File: src/icache_pkg.sv
//********************
// shared definitions for the two-way instruction cache:
// address split, line geometry, age counter width and
// the controller state encoding
//********************
`default_nettype none

package icache_pkg;

    // byte address as seen by the core
    localparam int ADDR_W   = 32;

    // 8-byte line, bit 2 picks the instruction inside it
    localparam int OFFSET_W = 3;
    localparam int WSEL_BIT = 2;

    // 64 sets, index taken from bits 8..3
    localparam int INDEX_W  = 6;
    localparam int SETS     = 64;

    // remaining upper bits, 31..9
    localparam int TAG_W    = ADDR_W - INDEX_W - OFFSET_W;

    // two instructions per line
    localparam int LINE_W   = 64;
    localparam int WORD_W   = 32;

    // saturating age counters used for replacement
    localparam int AGE_W    = 3;
    localparam int AGE_MAX  = 7;

    typedef enum logic [2:0] {
        IDLE    = 3'd0,
        // tags and lines are valid out of the rams here
        LOOKUP  = 3'd1,
        // Wishbone read cycle to memory in progress
        REFILL  = 3'd2,
        // write victim way, build the response word
        FILL    = 3'd3,
        RESPOND = 3'd4
    } ctrl_state_t;

endpackage

`default_nettype wire
File: src/icache_ctrl.sv
//********************
// cache controller: lookup, hit select and line refill
// core side is a Wishbone classic slave, memory side a
// Wishbone classic master fetching one 64-bit line
//********************
`timescale 1ns/1ps
`default_nettype none

module icache_ctrl (
    input  wire logic                           clk,
    input  wire logic                           rst,
    // core port
    input  wire logic                           i_cpu_cyc,
    input  wire logic                           i_cpu_stb,
    input  wire logic [icache_pkg::ADDR_W-1:0]  i_cpu_adr,
    output logic                                o_cpu_ack,
    output logic      [icache_pkg::WORD_W-1:0]  o_cpu_dat,
    // memory port
    output logic                                o_mem_cyc,
    output logic                                o_mem_stb,
    output logic      [icache_pkg::ADDR_W-1:0]  o_mem_adr,
    input  wire logic                           i_mem_ack,
    input  wire logic [icache_pkg::LINE_W-1:0]  i_mem_dat,
    // tag and data rams
    output logic      [icache_pkg::INDEX_W-1:0] o_index,
    output logic                                o_tag_we0,
    output logic                                o_tag_we1,
    output logic      [icache_pkg::TAG_W-1:0]   o_tag,
    input  wire logic [icache_pkg::TAG_W-1:0]   i_tag0,
    input  wire logic [icache_pkg::TAG_W-1:0]   i_tag1,
    input  wire logic                           i_valid0,
    input  wire logic                           i_valid1,
    output logic                                o_data_we0,
    output logic                                o_data_we1,
    output logic      [icache_pkg::LINE_W-1:0]  o_line,
    input  wire logic [icache_pkg::LINE_W-1:0]  i_line0,
    input  wire logic [icache_pkg::LINE_W-1:0]  i_line1,
    // age block
    output logic                                o_access,
    output logic                                o_touch,
    output logic                                o_touch_way,
    input  wire logic                           i_victim
);
    import icache_pkg::*;

    ctrl_state_t       state;
    ctrl_state_t       state_nxt;
    logic [TAG_W-1:0]  req_tag;
    logic              wsel;
    logic              hit0;
    logic              hit1;
    logic              hit;
    logic              victim_q;
    logic [LINE_W-1:0] line_q;
    logic [WORD_W-1:0] dat_q;

    // address is held by the core until ack, no local copy
    assign req_tag = i_cpu_adr[ADDR_W-1 -: TAG_W];
    assign o_index = i_cpu_adr[OFFSET_W +: INDEX_W];
    assign wsel    = i_cpu_adr[WSEL_BIT];

    assign hit0 = i_valid0 && (i_tag0 == req_tag);
    assign hit1 = i_valid1 && (i_tag1 == req_tag);
    assign hit  = hit0 || hit1;

    always_ff @(posedge clk or negedge rst) begin
        if (!rst) begin
            state <= IDLE;
        end else begin
            state <= state_nxt;
        end
    end

    always_comb begin
        state_nxt = state;
        case (state)
            IDLE: begin
                if (i_cpu_cyc && i_cpu_stb) begin
                    state_nxt = LOOKUP;
                end
            end
            LOOKUP: begin
                state_nxt = hit ? RESPOND : REFILL;
            end
            REFILL: begin
                if (i_mem_ack) begin
                    state_nxt = FILL;
                end
            end
            FILL:    state_nxt = RESPOND;
            RESPOND: state_nxt = IDLE;
            default: state_nxt = IDLE;
        endcase
    end

    // victim is fixed once the miss is known
    always_ff @(posedge clk or negedge rst) begin
        if (!rst) begin
            victim_q <= 1'b0;
        end else if (state == LOOKUP && !hit) begin
            victim_q <= i_victim;
        end
    end

    always_ff @(posedge clk) begin
        if (state == REFILL && i_mem_ack) begin
            line_q <= i_mem_dat;
        end
        if (state == LOOKUP) begin
            if (hit1) begin
                dat_q <= wsel ? i_line1[LINE_W-1 -: WORD_W] : i_line1[WORD_W-1:0];
            end else begin
                dat_q <= wsel ? i_line0[LINE_W-1 -: WORD_W] : i_line0[WORD_W-1:0];
            end
        end else if (state == FILL) begin
            dat_q <= wsel ? line_q[LINE_W-1 -: WORD_W] : line_q[WORD_W-1:0];
        end
    end

    assign o_cpu_ack = (state == RESPOND);
    assign o_cpu_dat = dat_q;

    // line address, offset bits forced to zero
    assign o_mem_cyc = (state == REFILL);
    assign o_mem_stb = (state == REFILL);
    assign o_mem_adr = {i_cpu_adr[ADDR_W-1:OFFSET_W], {OFFSET_W{1'b0}}};

    assign o_tag      = req_tag;
    assign o_line     = line_q;
    assign o_tag_we0  = (state == FILL) && !victim_q;
    assign o_tag_we1  = (state == FILL) && victim_q;
    assign o_data_we0 = o_tag_we0;
    assign o_data_we1 = o_tag_we1;

    assign o_access    = (state == IDLE) && i_cpu_cyc && i_cpu_stb;
    assign o_touch     = ((state == LOOKUP) && hit) || (state == FILL);
    assign o_touch_way = (state == FILL) ? victim_q : hit1;

    a_stb_in_cyc: assert property (
        @(posedge clk) disable iff (!rst) o_mem_stb |-> o_mem_cyc
    );

    a_no_ack_in_refill: assert property (
        @(posedge clk) disable iff (!rst) !(o_cpu_ack && o_mem_cyc)
    );

    // a line must never sit in both ways
    a_single_hit: assert property (
        @(posedge clk) disable iff (!rst) (state == LOOKUP) |-> !(hit0 && hit1)
    );

endmodule

`default_nettype wire

File: config.mk
export PLATFORM = sky130hd
export DESIGN_NAME = icache_ctrl
export DESIGN_NICKNAME = d
export VERILOG_FILES = /design/src/icache_pkg.sv /design/src/icache_ctrl.sv
export SDC_FILE = /design/constraint.sdc
export NUM_CORES = 1
export LEC_CHECK = 0
export BUFFER_PORTS_ARGS = -buffer_cell sky130_fd_sc_hd__buf_2
export CORE_AREA = 2 2 173 175
export CTS_BUF_LIST = sky130_fd_sc_hd__clkbuf_16
export DETAILED_ROUTE_END_ITERATION = 6
export DIE_AREA = 0 0 175 177
export RECOVER_POWER = 100
export SETUP_SLACK_MARGIN = 0.2
export SLEW_MARGIN = 10
export SYNTH_ARGS = -nofsm -noshare
export SYNTH_HDL_FRONTEND = slang
export SYNTH_SLANG_ARGS = --single-unit
File: constraint.sdc
create_clock -name clk -period 3.3 [get_ports clk]
set_clock_uncertainty 0.15 [all_clocks]
set_input_delay 0.33 -clock clk [delete_from_list [all_inputs] [get_ports clk]]
set_output_delay 0.33 -clock clk [all_outputs]
set_load 0.01 [all_outputs]
* Word level (Yosys, flattened, before mapping)
Cells that the tools add are included. W data, S select, Z words.
Word-level totals: bits in registers 100
Operators by class: reductions and logical operators 17, multiplexer cells 11, equal/unequal tests 8
Operator list (number):
- $mux W32 | 6
- $eq A23 B23 Y1 | 2
- $pmux W3 S4 | 1
- $logic_and A1 B1 Y1 | 10
- $mux W3 | 3
- $eq A3 B2 Y1 const B | 2
- $eq A3 B1 Y1 const B | 1
- $eq A3 B3 Y1 const B | 1
- $logic_not A3 Y1 | 1
- $logic_not A1 Y1 | 2
- $logic_or A1 B1 Y1 | 2
- $ne A2 B1 Y1 const B | 1
- $ne A2 B2 Y1 const B | 1
- $reduce_and A2 Y1 | 1
- $reduce_bool A2 Y1 | 1
- $mux W1 | 1

* Depth between registers and ports, before layout
depth in word-level cells 5, gate-level depth with buffers 8, depth with buffers taken out 6

* Worst setup path before layout
OpenSTA, ideal clock, no wires.
path type register to register, start reg state[1], end reg line_q[0], in the netlist o_line[0] (enable), buffers on the path 0, path slack 0.221 ns, arrival 2.500 ns, cell stages (with the launch flop) 4, cells stage by stage dfrtp_1 inv_1 nor3_1 and2_1
Between the ends: word-level cells in the longest chain between the ends 2
RTL lines:
- start: declaration | line icache_ctrl.sv:46 | ctrl_state_t state;
- start signal: assignment | line icache_ctrl.sv:70 | state <= state_nxt;
- $eq A3 B2 Y1
- named net o_mem_cyc | line icache_ctrl.sv:19 | output logic o_mem_cyc,
- $logic_and A1 B1 Y1 | line icache_ctrl.sv:106 | if (state == REFILL && i_mem_ack) begin
- end signal: assignment | line icache_ctrl.sv:107 | line_q <= i_mem_dat;
- end: declaration | line icache_ctrl.sv:54 | logic [LINE_W-1:0] line_q;
The timed path passes the listed nets, and every way through them passes these cells. A chain may end at the register's enable or synchronous reset.

* Worst setup path after layout
start in i_cpu_adr[16] (netlist name), end reg dat_q[31], in the netlist o_cpu_dat[31], data pin
Between the ends: word-level cells in the longest chain between the ends 4
RTL lines:
- start: declaration | line icache_ctrl.sv:15 | input wire logic [icache_pkg::ADDR_W-1:0] i_cpu_adr,
- $eq A23 B23 Y1 | line icache_ctrl.sv:63 | assign hit1 = i_valid1 && (i_tag1 == req_tag);
- $logic_and A1 B1 Y1 | line icache_ctrl.sv:63
- $mux W32 | line icache_ctrl.sv:110 | if (hit1) begin
- $mux W32 | line icache_ctrl.sv:109 | if (state == LOOKUP) begin
- end signal: assignment | line icache_ctrl.sv:111 | dat_q <= wsel ? i_line1[LINE_W-1 -: WORD_W] : i_line1[WORD_W-1:0];
- end signal: assignment | line icache_ctrl.sv:113 | dat_q <= wsel ? i_line0[LINE_W-1 -: WORD_W] : i_line0[WORD_W-1:0];
- end signal: assignment | line icache_ctrl.sv:116 | dat_q <= wsel ? line_q[LINE_W-1 -: WORD_W] : line_q[WORD_W-1:0];
- end: declaration | line icache_ctrl.sv:55 | logic [WORD_W-1:0] dat_q;
Every way passes these cells.

==> run metrics <==
Residual DRC=0; area grow syn2layout=49.6%; CTS H-Tree Depth=3; Max-cap violations=0; mux cell area share after synthesis=0.187; parity-gate share of the synthesized area counting xor and xnor cells=0.0711; number of global-route vias before repair=5089; leading cell types by count after synthesis=sky130_fd_sc_hd__edfxtp_1 (96), sky130_fd_sc_hd__buf_4 (64), sky130_fd_sc_hd__nor2_1 (36), sky130_fd_sc_hd__a21o_1 (32), sky130_fd_sc_hd__mux2i_1 (32); required arrival time at the worst endpoint=3.26 ns; power per standard cell area=535 nW/um^2; die span in x=175 um; Gate Count Post-Synth=402; CP max FO=7; number of vias after detailed routing=4929; Mapped Avg Cell Area=14.1 sq um; adder and majority cell fraction of the synthesized area=0; worst-path cell chain=clkbuf_1 -> xor2_1 -> nor4_1 -> nand4_1 -> or3_2 -> clkbuf_2 -> mux4_1 -> a21o_1; Via-to-Cell Ratio=4.04; kind of end point of the critical path=flip-flop; hold path depth=2; primary flip-flop cell chosen by synthesis mapping=sky130_fd_sc_hd__edfxtp_1; initial antenna violation count=3; die span in y=177 um; proportion of layout cells with a drive suffix above 1=0.387; global-route wire length before repair=30700 um; unique cell type count in the Yosys netlist=32; post-cts gate resize count=0; leading cell types by total area after synthesis=sky130_fd_sc_hd__edfxtp_1 (51%), sky130_fd_sc_hd__mux4_2 (12%), sky130_fd_sc_hd__buf_4 (8.5%), sky130_fd_sc_hd__mux2i_1 (5.7%), sky130_fd_sc_hd__xnor2_1 (4.3%); synthesized flop and latch total=100; startpoint kind of the worst setup timing path=primary input; r2r startpoint=state[1]; signal arrival time at the worst endpoint=2.76 ns; non-filler instance count after layout=1220; number of cell rows=63; setup tns final=0 ns; number of top-level pins=445; count of buffers inserted at the top-level ports=421; Worst Setup Path Type=in2reg; slack of the worst reg-to-reg path=0.58 ns; final worst path period need=2.80 ns; Worst Hold Path EP=victim_q; Final HPWL DP=16800 um; CTS tree=yes; gr usage total=0.135; routed length per instance=17.9 um; summed instance area of the synthesized netlist=5670 sq um; filler cell count=3117; most area-hungry cell type in the Yosys netlist=sky130_fd_sc_hd__edfxtp_1; Min Hold Slack=0.0607 ns; Least-Margin Pin Slew=0.968 ns; number of synthesized flops with an enable pin=96; antenna diode instance count=0; violation count after the first detailed-routing iteration=232; r2r endpoint=o_line[50]; clock insertion delay at the later pin of the skew report=0.35 ns; async set-reset flop share out of synthesis=0.0400; Peak Freq=357 MHz; outcome=finished, final reports clean; count of endpoints failing hold in the final timing report=0; # nets final=1103; worst min-delay path class=in2reg; final global-route overflow total=0; post-route fraction of the period consumed by the critical path=0.848; slowest stage delay, CP=0.58 ns; setup repair after global routing missed its margin=false; TritonRoute pass-1 iters=4; Post-Synth Simple-Gate Area=0.0598; sink count of the clock tree=100; worst vdd rail ir drop=0.316 mV; routability-driven placement congestion ratio=0.878; critical-path cell with the highest stage delay=sky130_fd_sc_hd__mux4_1; number of instances in the placed design=1141; Slew Limit Headroom=0.354; die area=31000 sq um; Final Slew Violations=0; static leakage=3.56 nW; setup-violating endpoint count in the final report=0; Placeable Area=29200 sq um; clock transition at the register clock pins on the worst setup and hold paths after CTS=0.08 ns; final routed wirelength across all metal layers=21900 um; Top delay family on crit path=simple AND/OR/NAND/NOR gates; Root Driver=sky130_fd_sc_hd__clkbuf_16; startpoint of the tightest hold check path=i_victim; least setup slack across all paths after layout=0.501 ns; warnings from Yosys=0; fraction of post-synthesis cell area in the top cell type by area=0.509; Post-Place Setup Slack=0.334 ns; combinational family with the most area after synthesis=multiplexers; cts bufs inserted=9; Seq/Total Area, Yosys=0.526; number of buffers and inverters on the critical path=2; number of cells traversed by the worst register-to-register path=4; Initial Util=0.194; post-synthesis compound-gate area fraction=0.0470; pin count of the biggest net entering global routing=36; count of antenna-violating nets left after detailed routing=0; Max clock buf depth=2; most common cell in the synthesized netlist=sky130_fd_sc_hd__edfxtp_1
sequential cells by signal, indices dropped and copies added, names as in the netlist:
signal,cells
o_line,64
o_cpu_dat,32
state,3
victim_q,1
report_power, final:
part / leakage [nW] / total, mW / switching, mW / internal [mW]
registers: 0.938 / 1.96 / 0.130 / 1.83
clock network: 0.143 / 1.10 / 0.563 / 0.534
logic: 2.48 / 1.48 / 0.913 / 0.570
total: 3.56 / 4.54 / 1.61 / 2.93
how the worst max path moves through the flow:
stage,start,to,cells past startpoint
floorplan,state[1],o_line[0],3
global placement,i_cpu_adr[20],o_cpu_dat[31],8
CTS,i_cpu_adr[16],o_cpu_dat[31],8
detailed placement,i_cpu_adr[16],o_cpu_dat[31],8
finish,i_cpu_adr[16],o_cpu_dat[31],8
global route,state[1],o_line[21],4
cell families after synthesis:
kind of cell,Yosys count
xor gates and xnor gates,46
buffers and inverters,84
DFF,100
muxes,65
other,1
AOI/OAI and AO/OA,36
and+or+nand+nor,70
repair_timing:
item | in CTS | in global routing
buffers inserted | 0 | 0
hold buffers | 62 | 1
endpoints found under the hold margin | 65 | 1
endpoints found under the setup margin | 0 | 0
worst register-to-register path, cell delays in order, from the launching register on:
cell and delay (ns):
sky130_fd_sc_hd__dfrtp_1 0.48, sky130_fd_sc_hd__inv_1 0.10, sky130_fd_sc_hd__nor3_1 0.40, sky130_fd_sc_hd__and2_4 0.39, sky130_fd_sc_hd__clkbuf_2 0.79
layout make-up:
class,count,area (sq um),share of cell area
Sequential cell,100,2980,0.352
Multi-Input combinational cell,220,2090,0.247
Clock inverter,7,68.8,0.00812
Timing Repair Buffer,492,2620,0.308
Tap cell,390,488,0.0576
Clock buffer,9,225,0.0266
Inverter,2,7.51,0.000885
cells in the final DEF, fill, tap and decap left out, drive strengths merged:
cell type / synthesis / layout
buf: 71 / 266
clkbuf: 11 / 172
edfxtp: 96 / 96
dlygate4sd3: 0 / 63
nor2: 36 / 36
mux2i: 32 / 32
a21o: 32 / 32
mux4: 32 / 32
xnor2: 28 / 28
xor2: 18 / 18
nor4: 11 / 11
nand4: 9 / 9
inv: 2 / 5
nand2: 4 / 4
dfrtp: 4 / 4
conb: 1 / 3
clkinv: 0 / 3
nand2b: 2 / 2
a21oi: 2 / 2
nor3: 1 / 1
and4: 1 / 1
a22oi: 1 / 1
nand3: 1 / 1
or3: 1 / 1
and2: 1 / 1
nor3b: 1 / 1
and3: 1 / 1
a31o: 1 / 1
or2: 1 / 1
mux2: 1 / 1
clkinvlp: 0 / 1
metal layers:
metal,global-route usage,part of all wire,vias up
li1,-,-,2290
met1,0.176,0.43,2376
met2,0.220,0.49,237
met3,0.0389,0.069,22
met4,0.0309,0.011,4
met5,0,0.00096,-
metrics by stage:
step	instance area [sq um]	power [mW]	util
floorplan	5670	2.80	-
global placement	7780	3.51	0.266
detailed placement	7780	3.52	0.266
CTS	8690	4.72	0.297
global route	8480	4.83	0.290
finish	8480	4.54	0.290
No activity file was read; power rests on OpenSTA's default activity.
