**src/icache_pkg.sv**
```systemverilog
//********************
// shared definitions for the two-way instruction cache:
// address split, line geometry, age counter width and
// the controller state encoding
//********************
`default_nettype none

package icache_pkg;

    // byte address as seen by the core
    localparam int ADDR_W   = 32;

    // 8-byte line, bit 2 picks the instruction inside it
    localparam int OFFSET_W = 3;
    localparam int WSEL_BIT = 2;

    // 64 sets, index taken from bits 8..3
    localparam int INDEX_W  = 6;
    localparam int SETS     = 64;

    // remaining upper bits, 31..9
    localparam int TAG_W    = ADDR_W - INDEX_W - OFFSET_W;

    // two instructions per line
    localparam int LINE_W   = 64;
    localparam int WORD_W   = 32;

    // saturating age counters used for replacement
    localparam int AGE_W    = 3;
    localparam int AGE_MAX  = 7;

    typedef enum logic [2:0] {
        IDLE    = 3'd0,
        // tags and lines are valid out of the rams here
        LOOKUP  = 3'd1,
        // Wishbone read cycle to memory in progress
        REFILL  = 3'd2,
        // write victim way, build the response word
        FILL    = 3'd3,
        RESPOND = 3'd4
    } ctrl_state_t;

endpackage

`default_nettype wire
```
**src/icache_age.sv**
```systemverilog
//********************
// per-set age counters for both ways
// every accepted request ages all sets, a hit or fill
// clears the touched way; victim picked from the oldest
//********************
`timescale 1ns/1ps
`default_nettype none

module icache_age (
    input  wire logic                           clk,
    input  wire logic                           rst,
    input  wire logic                           i_access,
    input  wire logic                           i_touch,
    input  wire logic                           i_touch_way,
    input  wire logic [icache_pkg::INDEX_W-1:0] i_index,
    input  wire logic                           i_valid0,
    input  wire logic                           i_valid1,
    output logic                                o_victim
);
    import icache_pkg::*;

    logic [AGE_W-1:0] age0 [SETS];
    logic [AGE_W-1:0] age1 [SETS];

    always_ff @(posedge clk or negedge rst) begin
        if (!rst) begin
            for (int s = 0; s < SETS; s++) begin
                age0[s] <= '0;
                age1[s] <= '0;
            end
        end else begin
            if (i_access) begin
                for (int s = 0; s < SETS; s++) begin
                    if (age0[s] != AGE_W'(AGE_MAX)) begin
                        age0[s] <= age0[s] + AGE_W'(1);
                    end
                    if (age1[s] != AGE_W'(AGE_MAX)) begin
                        age1[s] <= age1[s] + AGE_W'(1);
                    end
                end
            end
            // clear wins over the increment in the same set
            if (i_touch && !i_touch_way) begin
                age0[i_index] <= '0;
            end
            if (i_touch && i_touch_way) begin
                age1[i_index] <= '0;
            end
        end
    end

    // empty way first, else oldest, tie goes to way 0
    always_comb begin
        if (!i_valid0) begin
            o_victim = 1'b0;
        end else if (!i_valid1) begin
            o_victim = 1'b1;
        end else begin
            o_victim = (age1[i_index] > age0[i_index]);
        end
    end

    a_no_touch_on_access: assert property (
        @(posedge clk) disable iff (!rst) !(i_touch && i_access)
    );

endmodule

`default_nettype wire

```
**config.mk**
```make
export PLATFORM = sky130hd
export DESIGN_NAME = icache_age
export DESIGN_NICKNAME = d
export VERILOG_FILES = /design/src/icache_pkg.sv /design/src/icache_age.sv
export SDC_FILE = /design/constraint.sdc
export NUM_CORES = 1
export LEC_CHECK = 0
export BUFFER_PORTS_ARGS = -buffer_cell sky130_fd_sc_hd__buf_2
export CAP_MARGIN = 25
export CORE_MARGIN = 2
export CORE_UTILIZATION = 58
export CTS_CLUSTER_SIZE = 8
export DETAILED_ROUTE_END_ITERATION = 10
export PLACE_DENSITY = 0.8
export RECOVER_POWER = 25
export SETUP_SLACK_MARGIN = 0.4
export SLEW_MARGIN = 20
export SYNTH_ARGS = -nofsm -noshare
export SYNTH_HDL_FRONTEND = slang
export SYNTH_SLANG_ARGS = --single-unit
```
**constraint.sdc**
```tcl
create_clock -name clk -period 2.8 [get_ports clk]
set_clock_uncertainty 0.1 [all_clocks]
set_input_delay 0.28 -clock clk [delete_from_list [all_inputs] [get_ports clk]]
set_output_delay 0.28 -clock clk [all_outputs]
set_load 0.01 [all_outputs]
```
======== Word-level counts from Yosys, hierarchy flattened ========
Cells that the tools add are included.
Widths: inputs -> output; s select.
word-level totals
  bits in registers ....................... 384
  input bits .............................. 13
  output and inout bits ................... 1
  word-level logic and storage cells ...... 537
operators by class
  add/subtract/negate cells ............... 128
  order comparisons ....................... 3
  equality and inequality tests ........... 128
  multiplexer cells ....................... 142
  bitwise operators ....................... 4
  reduce and logical (&&, ||, !) cells .... 4
operators with widths
  cell                 count
  $mux 192             4
  $mux 3               133
  $add 3x1->3 const B  128
  $and 192x192->192    2
  $ne 3x3->1 const B   128
  $not 192->192        1
  $bmux 3 s6           2
  $demux 3 s6          1
  $ge 7x7->1 const B   1
  $lt 7x1->1 const B   1
  $not 6->7            1
  $gt 3x3->1           1
  $logic_and 1x1->1    3
  $mux 1               2
  $logic_not 1->1      1

======== Logic depth before layout (Yosys ltp) ========
Gate-level depths: netlist (run 1).
  depth in word-level cells ............... 8
  depth in mapped cells ................... 14
  mapped depth without buffers ............ 11

======== Least setup slack after synthesis (run 1) ========
Ideal clock, no wire load.
  path type ............................... input-to-output
  start point ............................. in i_index[0] in the netlist's numbering
  end point ............................... out o_victim
  arrival time ............................ 2.665 ns
  required time ........................... 2.420 ns
  slack ................................... -0.245 ns
  stages .................................. 12
  buffers on the path ..................... 2
  cell sequence ........................... buf_4 -> buf_2 -> mux4_2 -> a221oi_1 -> a21oi_1 -> nor3_1 -> nand4_1 -> ha_1 -> nor2b_1 -> o21a_1 -> o21ai_0 -> a21boi_0
between the ends
  word-level cells in the longest chain between the ends .. 7
  elaborated cells on any way between the ends .. 10
  classes of those cells .................. 1 x order compare; 8 x mux; 1 x bitwise
ends and longest elaborated chain
  what                                        line              text
  start, declared                             icache_age.sv:15  input wire logic [icache_pkg::INDEX_W-1:0] i_index,
  $not 6->7 (implied by the code) *           icache_age.sv:59  o_victim = (age1[i_index] > age0[i_index]);
  $bmux 3 s6                                  icache_age.sv:59
  $mux 3 (implied by the code) (2 in series)  icache_age.sv:59
  $gt 3x3->1 *                                icache_age.sv:59
  $mux 1 *                                    icache_age.sv:56  end else if (!i_valid1) begin
  $mux 1 *                                    icache_age.sv:54  if (!i_valid0) begin
  end, declared                               icache_age.sv:18  output logic o_victim
Mark *: on every way between the ends. The rest lies on a longest branch, timed or not. The select of a mux whose other input is x is not followed.

======== Worst setup path after layout (run 1) ========
  start point ............................. reg age0[55] in the netlist's numbering
  end point ............................... out o_victim
between the ends
  word-level cells in the longest chain between the ends .. 6
ends and longest elaborated chain
  what                                        line              text
  start, declared                             icache_age.sv:22  logic [AGE_W-1:0] age0 [SETS];
  start signal, assigned by index             icache_age.sv:35  age0[s] <= age0[s] + AGE_W'(1);
  $bmux 3 s6                                  icache_age.sv:59
  $mux 3 (implied by the code) (2 in series)  icache_age.sv:59
  $gt 3x3->1                                  icache_age.sv:59
  $mux 1                                      icache_age.sv:56
  $mux 1                                      icache_age.sv:54
No other way between the ends. The select of a mux whose other input is x is not followed.

==> metrics.md, run 1 <==
| Metric | Value |
|---|---|
| CP Cell Sequence | mux2i_1 > o22ai_2 > a221o_1 > a221oi_2 > o22ai_1 > nor4_2 > buf_4 > ha_4 > nor2b_1 > o21a_1 > o21ai_1 > buf_4 > a21boi_2 > buf_2 |
| CP max FO | 3 |
| Initial antenna violation count | 2 |
| Slowest-stage cell, CP | dfrtp_1 |
| Clock sink count | ~380 |
| Skew-Pair Late Insertion Delay | 0.58 ns |
| Global route total overflow | 0 |
| Fin cells | 2,633 |
| Crit start category | register |
| Die area | between 0.03 and 0.04 sq mm |
| GRT met3 Usage | 0.0924 |
| Max-slew violations | between 70 and 80 |
| Gate Count Post-Synth | ~1.9k |
| Ys Warns | 0 |
| Netlist cell types | 52 |
| TNS Setup | -0.887 ns |
| Final worst path period need | approximately 3.7 ns |
| Area taken by multi-input logic gates | 0.0106 sq mm |
| Input/output buffers | 13 |
| DR pass1 iterations | 6 |
| Arr. time, crit path | 3.31 ns |
| PwrDens | 1070 mW/mm^2 |
| Seq cells post-synth | 384 |
| Synth area leader | dfrtp_1 |
| Drt drc | 0 |
| CTS buffer count | between 50 and 60 |
| Relative slew slack | -0.418 |
| Min setup slack post-route | -0.887 ns |
| Root Buffer | clkbuf_16 |
| Vias in the first global route | roughly 17k |
| Required @ worst endpoint | around 2.4 ns |
| Fin util | 0.698 |
| Post-synthesis cell area | 0.0206 sq mm |
| Core Region | around 0.035 sq mm |
| DRT antenna net count | 0 |
| Chip height | roughly 190 microns |
| Total track usage | 0.325 |
| Met2 Use GR | 0.519 |
| Tightest Hold Check Type | in -> reg |
| Predominant post-synthesis flop cell | dfrtp_1 |
| RSZ-0062 raised after global routing | true |
| CTS tree | built |
| Failing checks | max-capacitance violations, max-slew violations, negative setup slack |
| Via density | approximately 6.4 |
| Crit. End Element | primary output |
| Fmax | roughly 270 MHz |
| Post-synth EDFFs | 0 |
| Reg area | between 0.009 and 0.01 sq mm |
| WL final | approximately 58,000 microns |
| Leakage | roughly 10 nW |
| Mapped Nets | 2,090 |
| Area delta synth->final | 17.9% |
| Worst reg2reg endpoint | age0[151] |
| H-tree Lvls | 2 |
| Critical Path Start | age0[55] |
| Most used routing layer | met2 |
| Fill cell total of the finished layout | 2,381 |
| Critical Path End | o_victim |
| Fin crit share | 1.32 |
| Hold Slack | between 0.02 and 0.03 ns |
| Count leader, synth | nor2_1 |
| # nets final | ~2.3k |
| Post-synthesis sequential area ratio | 0.467 |
| Max Cap Violations | 1 |
| M1 GR Usage | 0.416 |
| First-pass GRT wire length | roughly 93,000 microns |
| Post-synth ARST share | 1.00 |
| Peak VDD IR | between 0.5 and 0.6 mV |
| CTS max path bufs | 3 |
| Starting DRT DRC Count | ~1.5k |
| Final RePlAce weighted congestion | around 0.91 |
| Largest cells by area after synthesis | dfrtp_1 (47%), nor2_1 (8.1%), ha_1 (8.0%) |
| Die W | 192 microns |
| Fin. Hold Viols | 0 |
| Io pins | 14 |
| Area share of the largest cell type after synthesis | 0.467 |
| Status | finished, violations left |
| Reg clk slew, reported paths | 0.05 ns |
| Synth top cells by count | nor2_1 (443), dfrtp_1 (384), a21oi_1 (214) |
| Worst R2R Start | age0[150] |
| Measured slew at the worst slew-check pin | roughly 2.1 ns |
| Final HPWL DP | 41,400 microns |
| Rows | ~70 |
| Most common cell on crit path | buf_4 |
| R2R setup slack | 0.95 ns |
| Detailed-route via count | about 17k |
| Pin count of the biggest net entering global routing | 112 |
| Wire per inst | roughly 22 microns |
| Mapped Avg Cell Area | 10.6 sq um |
| DP Cell Count | 2,576 |
| Worst Reg-to-Reg Cells | 6 |
| CP Class | reg -> out |
| CP peak stage delay | 0.42 ns |
| Share of cells above drive strength 1 | 0.178 |
| Number of setup violations in the final report | 1 |
| Initial core utilization | 0.592 |
==> cells by family (layout without fill, tap and decap cells) <==
logic type / count (synthesis) / after routing / share of synthesized area
adders and majority gates: 131 / 131 / 0.0797
and+or+nand+nor: 527 / 527 / 0.104
buffers and inverters: 95 / 325 / 0.0210
AOI/OAI and AO/OA: 475 / 475 / 0.148
muxes: 206 / 206 / 0.125
DFF: 384 / 384 / 0.467
other: 0 / 2 / 0
xor gates and xnor gates: 128 / 128 / 0.0545
==> sequential cells by signal (all words and copies together) (netlist names) <==
register,flops
age0,192
age1,192
==> worst max-delay path: cells and delay by family (launching register included) <==
family,cells,cell delay [ns]
compound gates,7,1.10
fa+ha+maj,1,0.19
buf+inv,3,0.46
flops,1,0.42
mux,1,0.24
simple gates,2,0.32
==> what timing repair did <==
item / 4_1_cts / 5_1_grt
setup buffers: 1 / 0
pin swaps: 2 / 0
hold buffers: 1 / 0
hold endpoints to repair: 69 / 0
gates resized for setup: 4 / 4
setup endpoints to repair: 1 / 1
==> worst min-delay path by stage <==
stage / startpoint / endpoint / slack (ns) / cells past startpoint
final: i_access / age1[137] / 0.03 / 3
after global routing: i_access / age1[83] / 0.03 / 3
after CTS: i_access / age1[128] / 0.009 / 3
after detailed placement: rst / age1[32] / 0.23 / 1
after global placement: rst / age1[32] / 0.23 / 1
after floorplan: rst / age0[0] / -0.12 / 0
==> layout by cell type, fill, tap and decap left out, types with 5 or more instances in the layout <==
cell | synthesis | layout
a21boi_0 | 129 | 128
a21oi_1 | 214 | 213
a221oi_1 | 25 | 18
a221oi_2 | 1 | 8
a22o_1 | 12 | 12
a22oi_1 | 43 | 43
a31oi_1 | 8 | 8
and2_1 | 6 | 6
buf_12 | 0 | 7
buf_2 | 16 | 9
buf_4 | 8 | 242
clkbuf_16 | 0 | 53
dfrtp_1 | 384 | 384
ha_1 | 131 | 129
mux2i_1 | 163 | 163
mux4_2 | 41 | 41
nand2_1 | 27 | 27
nand2b_1 | 7 | 7
nand3_1 | 9 | 9
nor2_1 | 443 | 443
o21ai_0 | 12 | 9
o21ai_1 | 2 | 5
o22ai_1 | 16 | 14
xnor2_1 | 128 | 128
==> metrics by stage <==
step                cell area (sq um)  total power, mW  setup WS (ns)
detailed placement              22900             20.1         -0.724
CTS                             24300             25.8         -0.856
floorplan                       20700             15.8         0.0729
global route                    24200             27.6          -1.03
finish                          24200             25.9         -0.887
global placement                22900             19.0         -0.721
==> layer usage <==
metal  vias to the layer above  part of all wire
li1                       7405                 -
met3                       225              0.10
met5                         -           0.00022
met4                         2             0.048
met2                       878              0.46
met1                      8360              0.39
==> where the power goes <==
part | switching (mW) | total (mW) | internal (mW)
registers | 2.08 | 9.90 | 7.81
clock network | 2.28 | 5.56 | 3.28
logic | 4.97 | 10.4 | 5.46
==> cell type report <==
| cell class | instances | share of cell area |
|---|---|---|
| multi-input cells | 1467 | 0.439 |
| flip-flops and latches | 384 | 0.396 |
| repair buffers | 270 | 0.0863 |
| clock buffers | 53 | 0.0547 |
| well taps | 455 | 0.0235 |
| inverters | 2 | 0.000310 |
| diodes | 2 | 0.000206 |
Power figures use the tool's default switching activity.
==> run 2: changes to the inputs <==
--- a/config.mk
+++ b/config.mk
@@ -8,10 +8,10 @@
 export BUFFER_PORTS_ARGS = -buffer_cell sky130_fd_sc_hd__buf_2
 export CAP_MARGIN = 25
 export CORE_MARGIN = 2
-export CORE_UTILIZATION = 58
+export CORE_UTILIZATION = 64
 export CTS_CLUSTER_SIZE = 8
 export DETAILED_ROUTE_END_ITERATION = 10
-export PLACE_DENSITY = 0.8
+export PLACE_DENSITY = 0.83
 export RECOVER_POWER = 25
 export SETUP_SLACK_MARGIN = 0.4
 export SLEW_MARGIN = 20
==> constraint.sdc (replaced) <==
create_clock -name clk -period 4.5 [get_ports clk]
set_clock_uncertainty 0.1 [all_clocks]
set_input_delay 0.45 -clock clk [delete_from_list [all_inputs] [get_ports clk]]
set_output_delay 0.45 -clock clk [all_outputs]
set_load 0.01 [all_outputs]
==> metrics.md, run 2 (synthesis gave the netlist of run 1 again) <==
| Metric | Value |
|---|---|
| Die area | 0.0336 sq mm (-9.2%) |
| CTS buffer count | 53 (unchanged) |
| Fin crit share | 0.886 |
| Total power draw | 15.2 mW (-41%) |
| Clock sink count | 384 (unchanged) |
| Initial core utilization | 0.651 (+0.0593) |
| R2R setup slack | 2.82 ns (+1.87 ns) |
| Fmax | between 200 and 300 MHz |
| Skew-Pair Late Insertion Delay | 0.59 ns (about the same) |
| Placed cell areas | 0.0212 sq mm (-7.6%) |
| Commonest non-fill, non-tap cell in the layout | nor2_1 |
| Pre-CTS worst setup slack | 0.282 ns (+1.01 ns) |
| Final Instance Area | 0.0227 sq mm (-6.5%) |
| CTS max path bufs | 3 (unchanged) |
| Number of setup violations in the final report | 0 (-1) |
| Int Pwr | 9.58 mW (-42%) |
| Max-slew violations | 304 (+280%) |
| Tightest Hold Check Type | reg -> reg |
| Worst Reg-to-Reg Cells | 4 (-2) |
| Measured slew at the worst slew-check pin | 3.22 ns (+1.10 ns) |
| CP max FO | 3 (unchanged) |
| Fin util | 0.719 (+0.0203) |
| Fin cells | 2,376 (-9.8%) |
| Global route total overflow | 0 (unchanged) |
| Fin. Hold Viols | 0 (unchanged) |
| Crit. End Element | primary output |
| Peak VDD IR | 0.417 mV (-29%) |
| Starting DRT DRC Count | 1,975 (+33%) |
| Core Region | 0.0316 sq mm (-9.1%) |
| Vias in the first global route | 16.6k (-4.6%) |
| Pin count of the biggest net entering global routing | 128 (+14%) |
| Failing checks | max-capacitance violations, max-slew violations |
| Worst reg2reg endpoint | age0[142] |
| Leakage | 9.45 nW (-9.2%) |
| Root Buffer | clkbuf_16 |
| WL final | 57,400 microns (-1.6%) |
| Status | finished, violations left |
| PwrDens | 672 mW/mm^2 (-37%) |
| # diodes | 0 (-2) |
| Largest registers | age0 x192, age1 x192 |
| Detailed-route via count | 16.3k (-3.5%) |
| # nets final | 2,117 (-8.8%) |
| Post-CTS setup buffers | 0 (-1) |
| Crit start category | register |
| CP Class | reg -> out |
| Share of cells above drive strength 1 | 0.0907 (-0.0872) |
| Io pins | 14 (unchanged) |
| Min setup slack post-route | 0.515 ns (+1.40 ns) |
| Reg clk slew, reported paths | 0.05 ns (about the same) |
| Hold Slack | 0.422 ns (+0.394 ns) |
| Total track usage | 0.348 (+0.0224) |
| First-pass GRT wire length | 90,700 microns (-2.2%) |
| Clk network pwr share | 0.233 (+0.018) |
| Arr. time, crit path | 3.44 ns (+0.13 ns) |
| DP Cell Count | 2,317 (-10%) |
| Worst R2R Start | age0[141] |
| Input/output buffers | 13 (unchanged) |
| Switching pwr | 5.67 mW (-39%) |
| CTS tree | built |
| Initial antenna violation count | 1 (-1) |
| Final worst path period need | roughly 4.0 ns |
| Switching share of power | 0.372 (+0.0110) |
| Max Cap Violations | 4 (+3) |
| Area delta synth->final | 10.3% |
| Drt drc | 0 (unchanged) |
| DR pass1 iterations | 7 (+1) |
| Die W | 183 microns (-4.7%) |
| WHS Path Cells | 2 (-1) |
| Wire per inst | 24.1 microns (+9.1%) |
| RSZ-0062 raised after global routing | false |
| H-tree Lvls | 2 (unchanged) |
| Share of total power in combinational logic | 0.345 (-0.058) |
| Relative slew slack | -1.15 (-0.732) |
| Final RePlAce weighted congestion | 0.954 (+4.4%) |
| Rows | 65 (-4.4%) |
| DRT antenna net count | 0 (unchanged) |
| Hold path start | age1[152] |
| Final HPWL DP | 38,800 microns (-6.2%) |
| Chip height | 183 microns (-4.7%) |
| Sequential power share | 0.422 (+0.040) |
| Via density | 6.85 (+6.9%) |
| Required @ worst endpoint | 3.95 ns (+1.53 ns) |
| Hold EP | age1[152] |
| Most frequent cells in the layout | nor2_1 (442), dfrtp_1 (384), a21oi_1 (214) |
| TNS Setup | 0 ns (+0.887 ns) |
## run 2: cell types whose count changed in the layout (fill, tap and decap cells not counted), moves of 3 or more
cell and delta:
a221oi_2 -5, o21ai_1 -3, a221oi_1 +4, buf_6 -4
clkbuf_16 +4, buf_4 -199
## run 2: power groups by stage
| stage | Sequential, mW | Combinational [mW] | Clock [mW] |
|---|---|---|---|
| after CTS | 6.35 | 5.20 | 3.56 |
| after floorplan | 5.79 | 4.01 | 0 |
| after detailed placement | 6.36 | 5.10 | 0 |
| after global routing | 6.53 | 5.95 | 3.72 |
| final | 6.43 | 5.25 | 3.56 |
| after global placement | 6.30 | 4.59 | 0 |
## run 2: critical path: stages (launching register included)
cell      delay [ns]
dfrtp_1         0.41
mux2i_1         0.27
o22ai_1         0.12
a221o_1         0.27
a221oi_1        0.24
o21ai_1         0.10
or4_1           0.59
ha_1            0.21
nor2b_1         0.11
o21a_1          0.13
o21ai_2         0.08
a21boi_0        0.17
buf_2           0.15
## run 2: how the worst max path moves through the flow
stage	slack (ns)	cells after the start	startpoint	end
floorplan	1.12	12	i_index[0]	o_victim
global placement	0.31	13	i_index[1]	o_victim
detailed placement	0.28	14	i_index[1]	o_victim
CTS	0.47	13	i_index[0]	o_victim
global route	0.41	2	rst	age1[71]
finish	0.51	12	age0[126]	o_victim
## run 2: routing by layer
layer,global-route usage,part of all wire,up-vias
li1,-,-,6972
met1,0.454,0.38,8094
met2,0.546,0.46,989
met3,0.0987,0.11,225
met4,0.154,0.048,0
met5,0,0,-
## run 2: what timing repair did
item | 4_1_cts | 5_1_grt
cloned | 0 | 2
pin swaps | 0 | 3
endpoints found under the setup margin | 1 | 1
endpoints found under the hold margin | 122 | 0
gates resized for setup | 4 | 9
hold buffers | 1 | 0
## run 2: final cells by class
type / instances / area, sq um
fillers: 2078 / 8880
clock inverters: 1 / 8.76
flip-flops and latches: 384 / 9610
clock buffers: 55 / 1380
well taps: 402 / 503
multi-input cells: 1467 / 10600
inverters: 2 / 7.51
repair buffers: 65 / 576
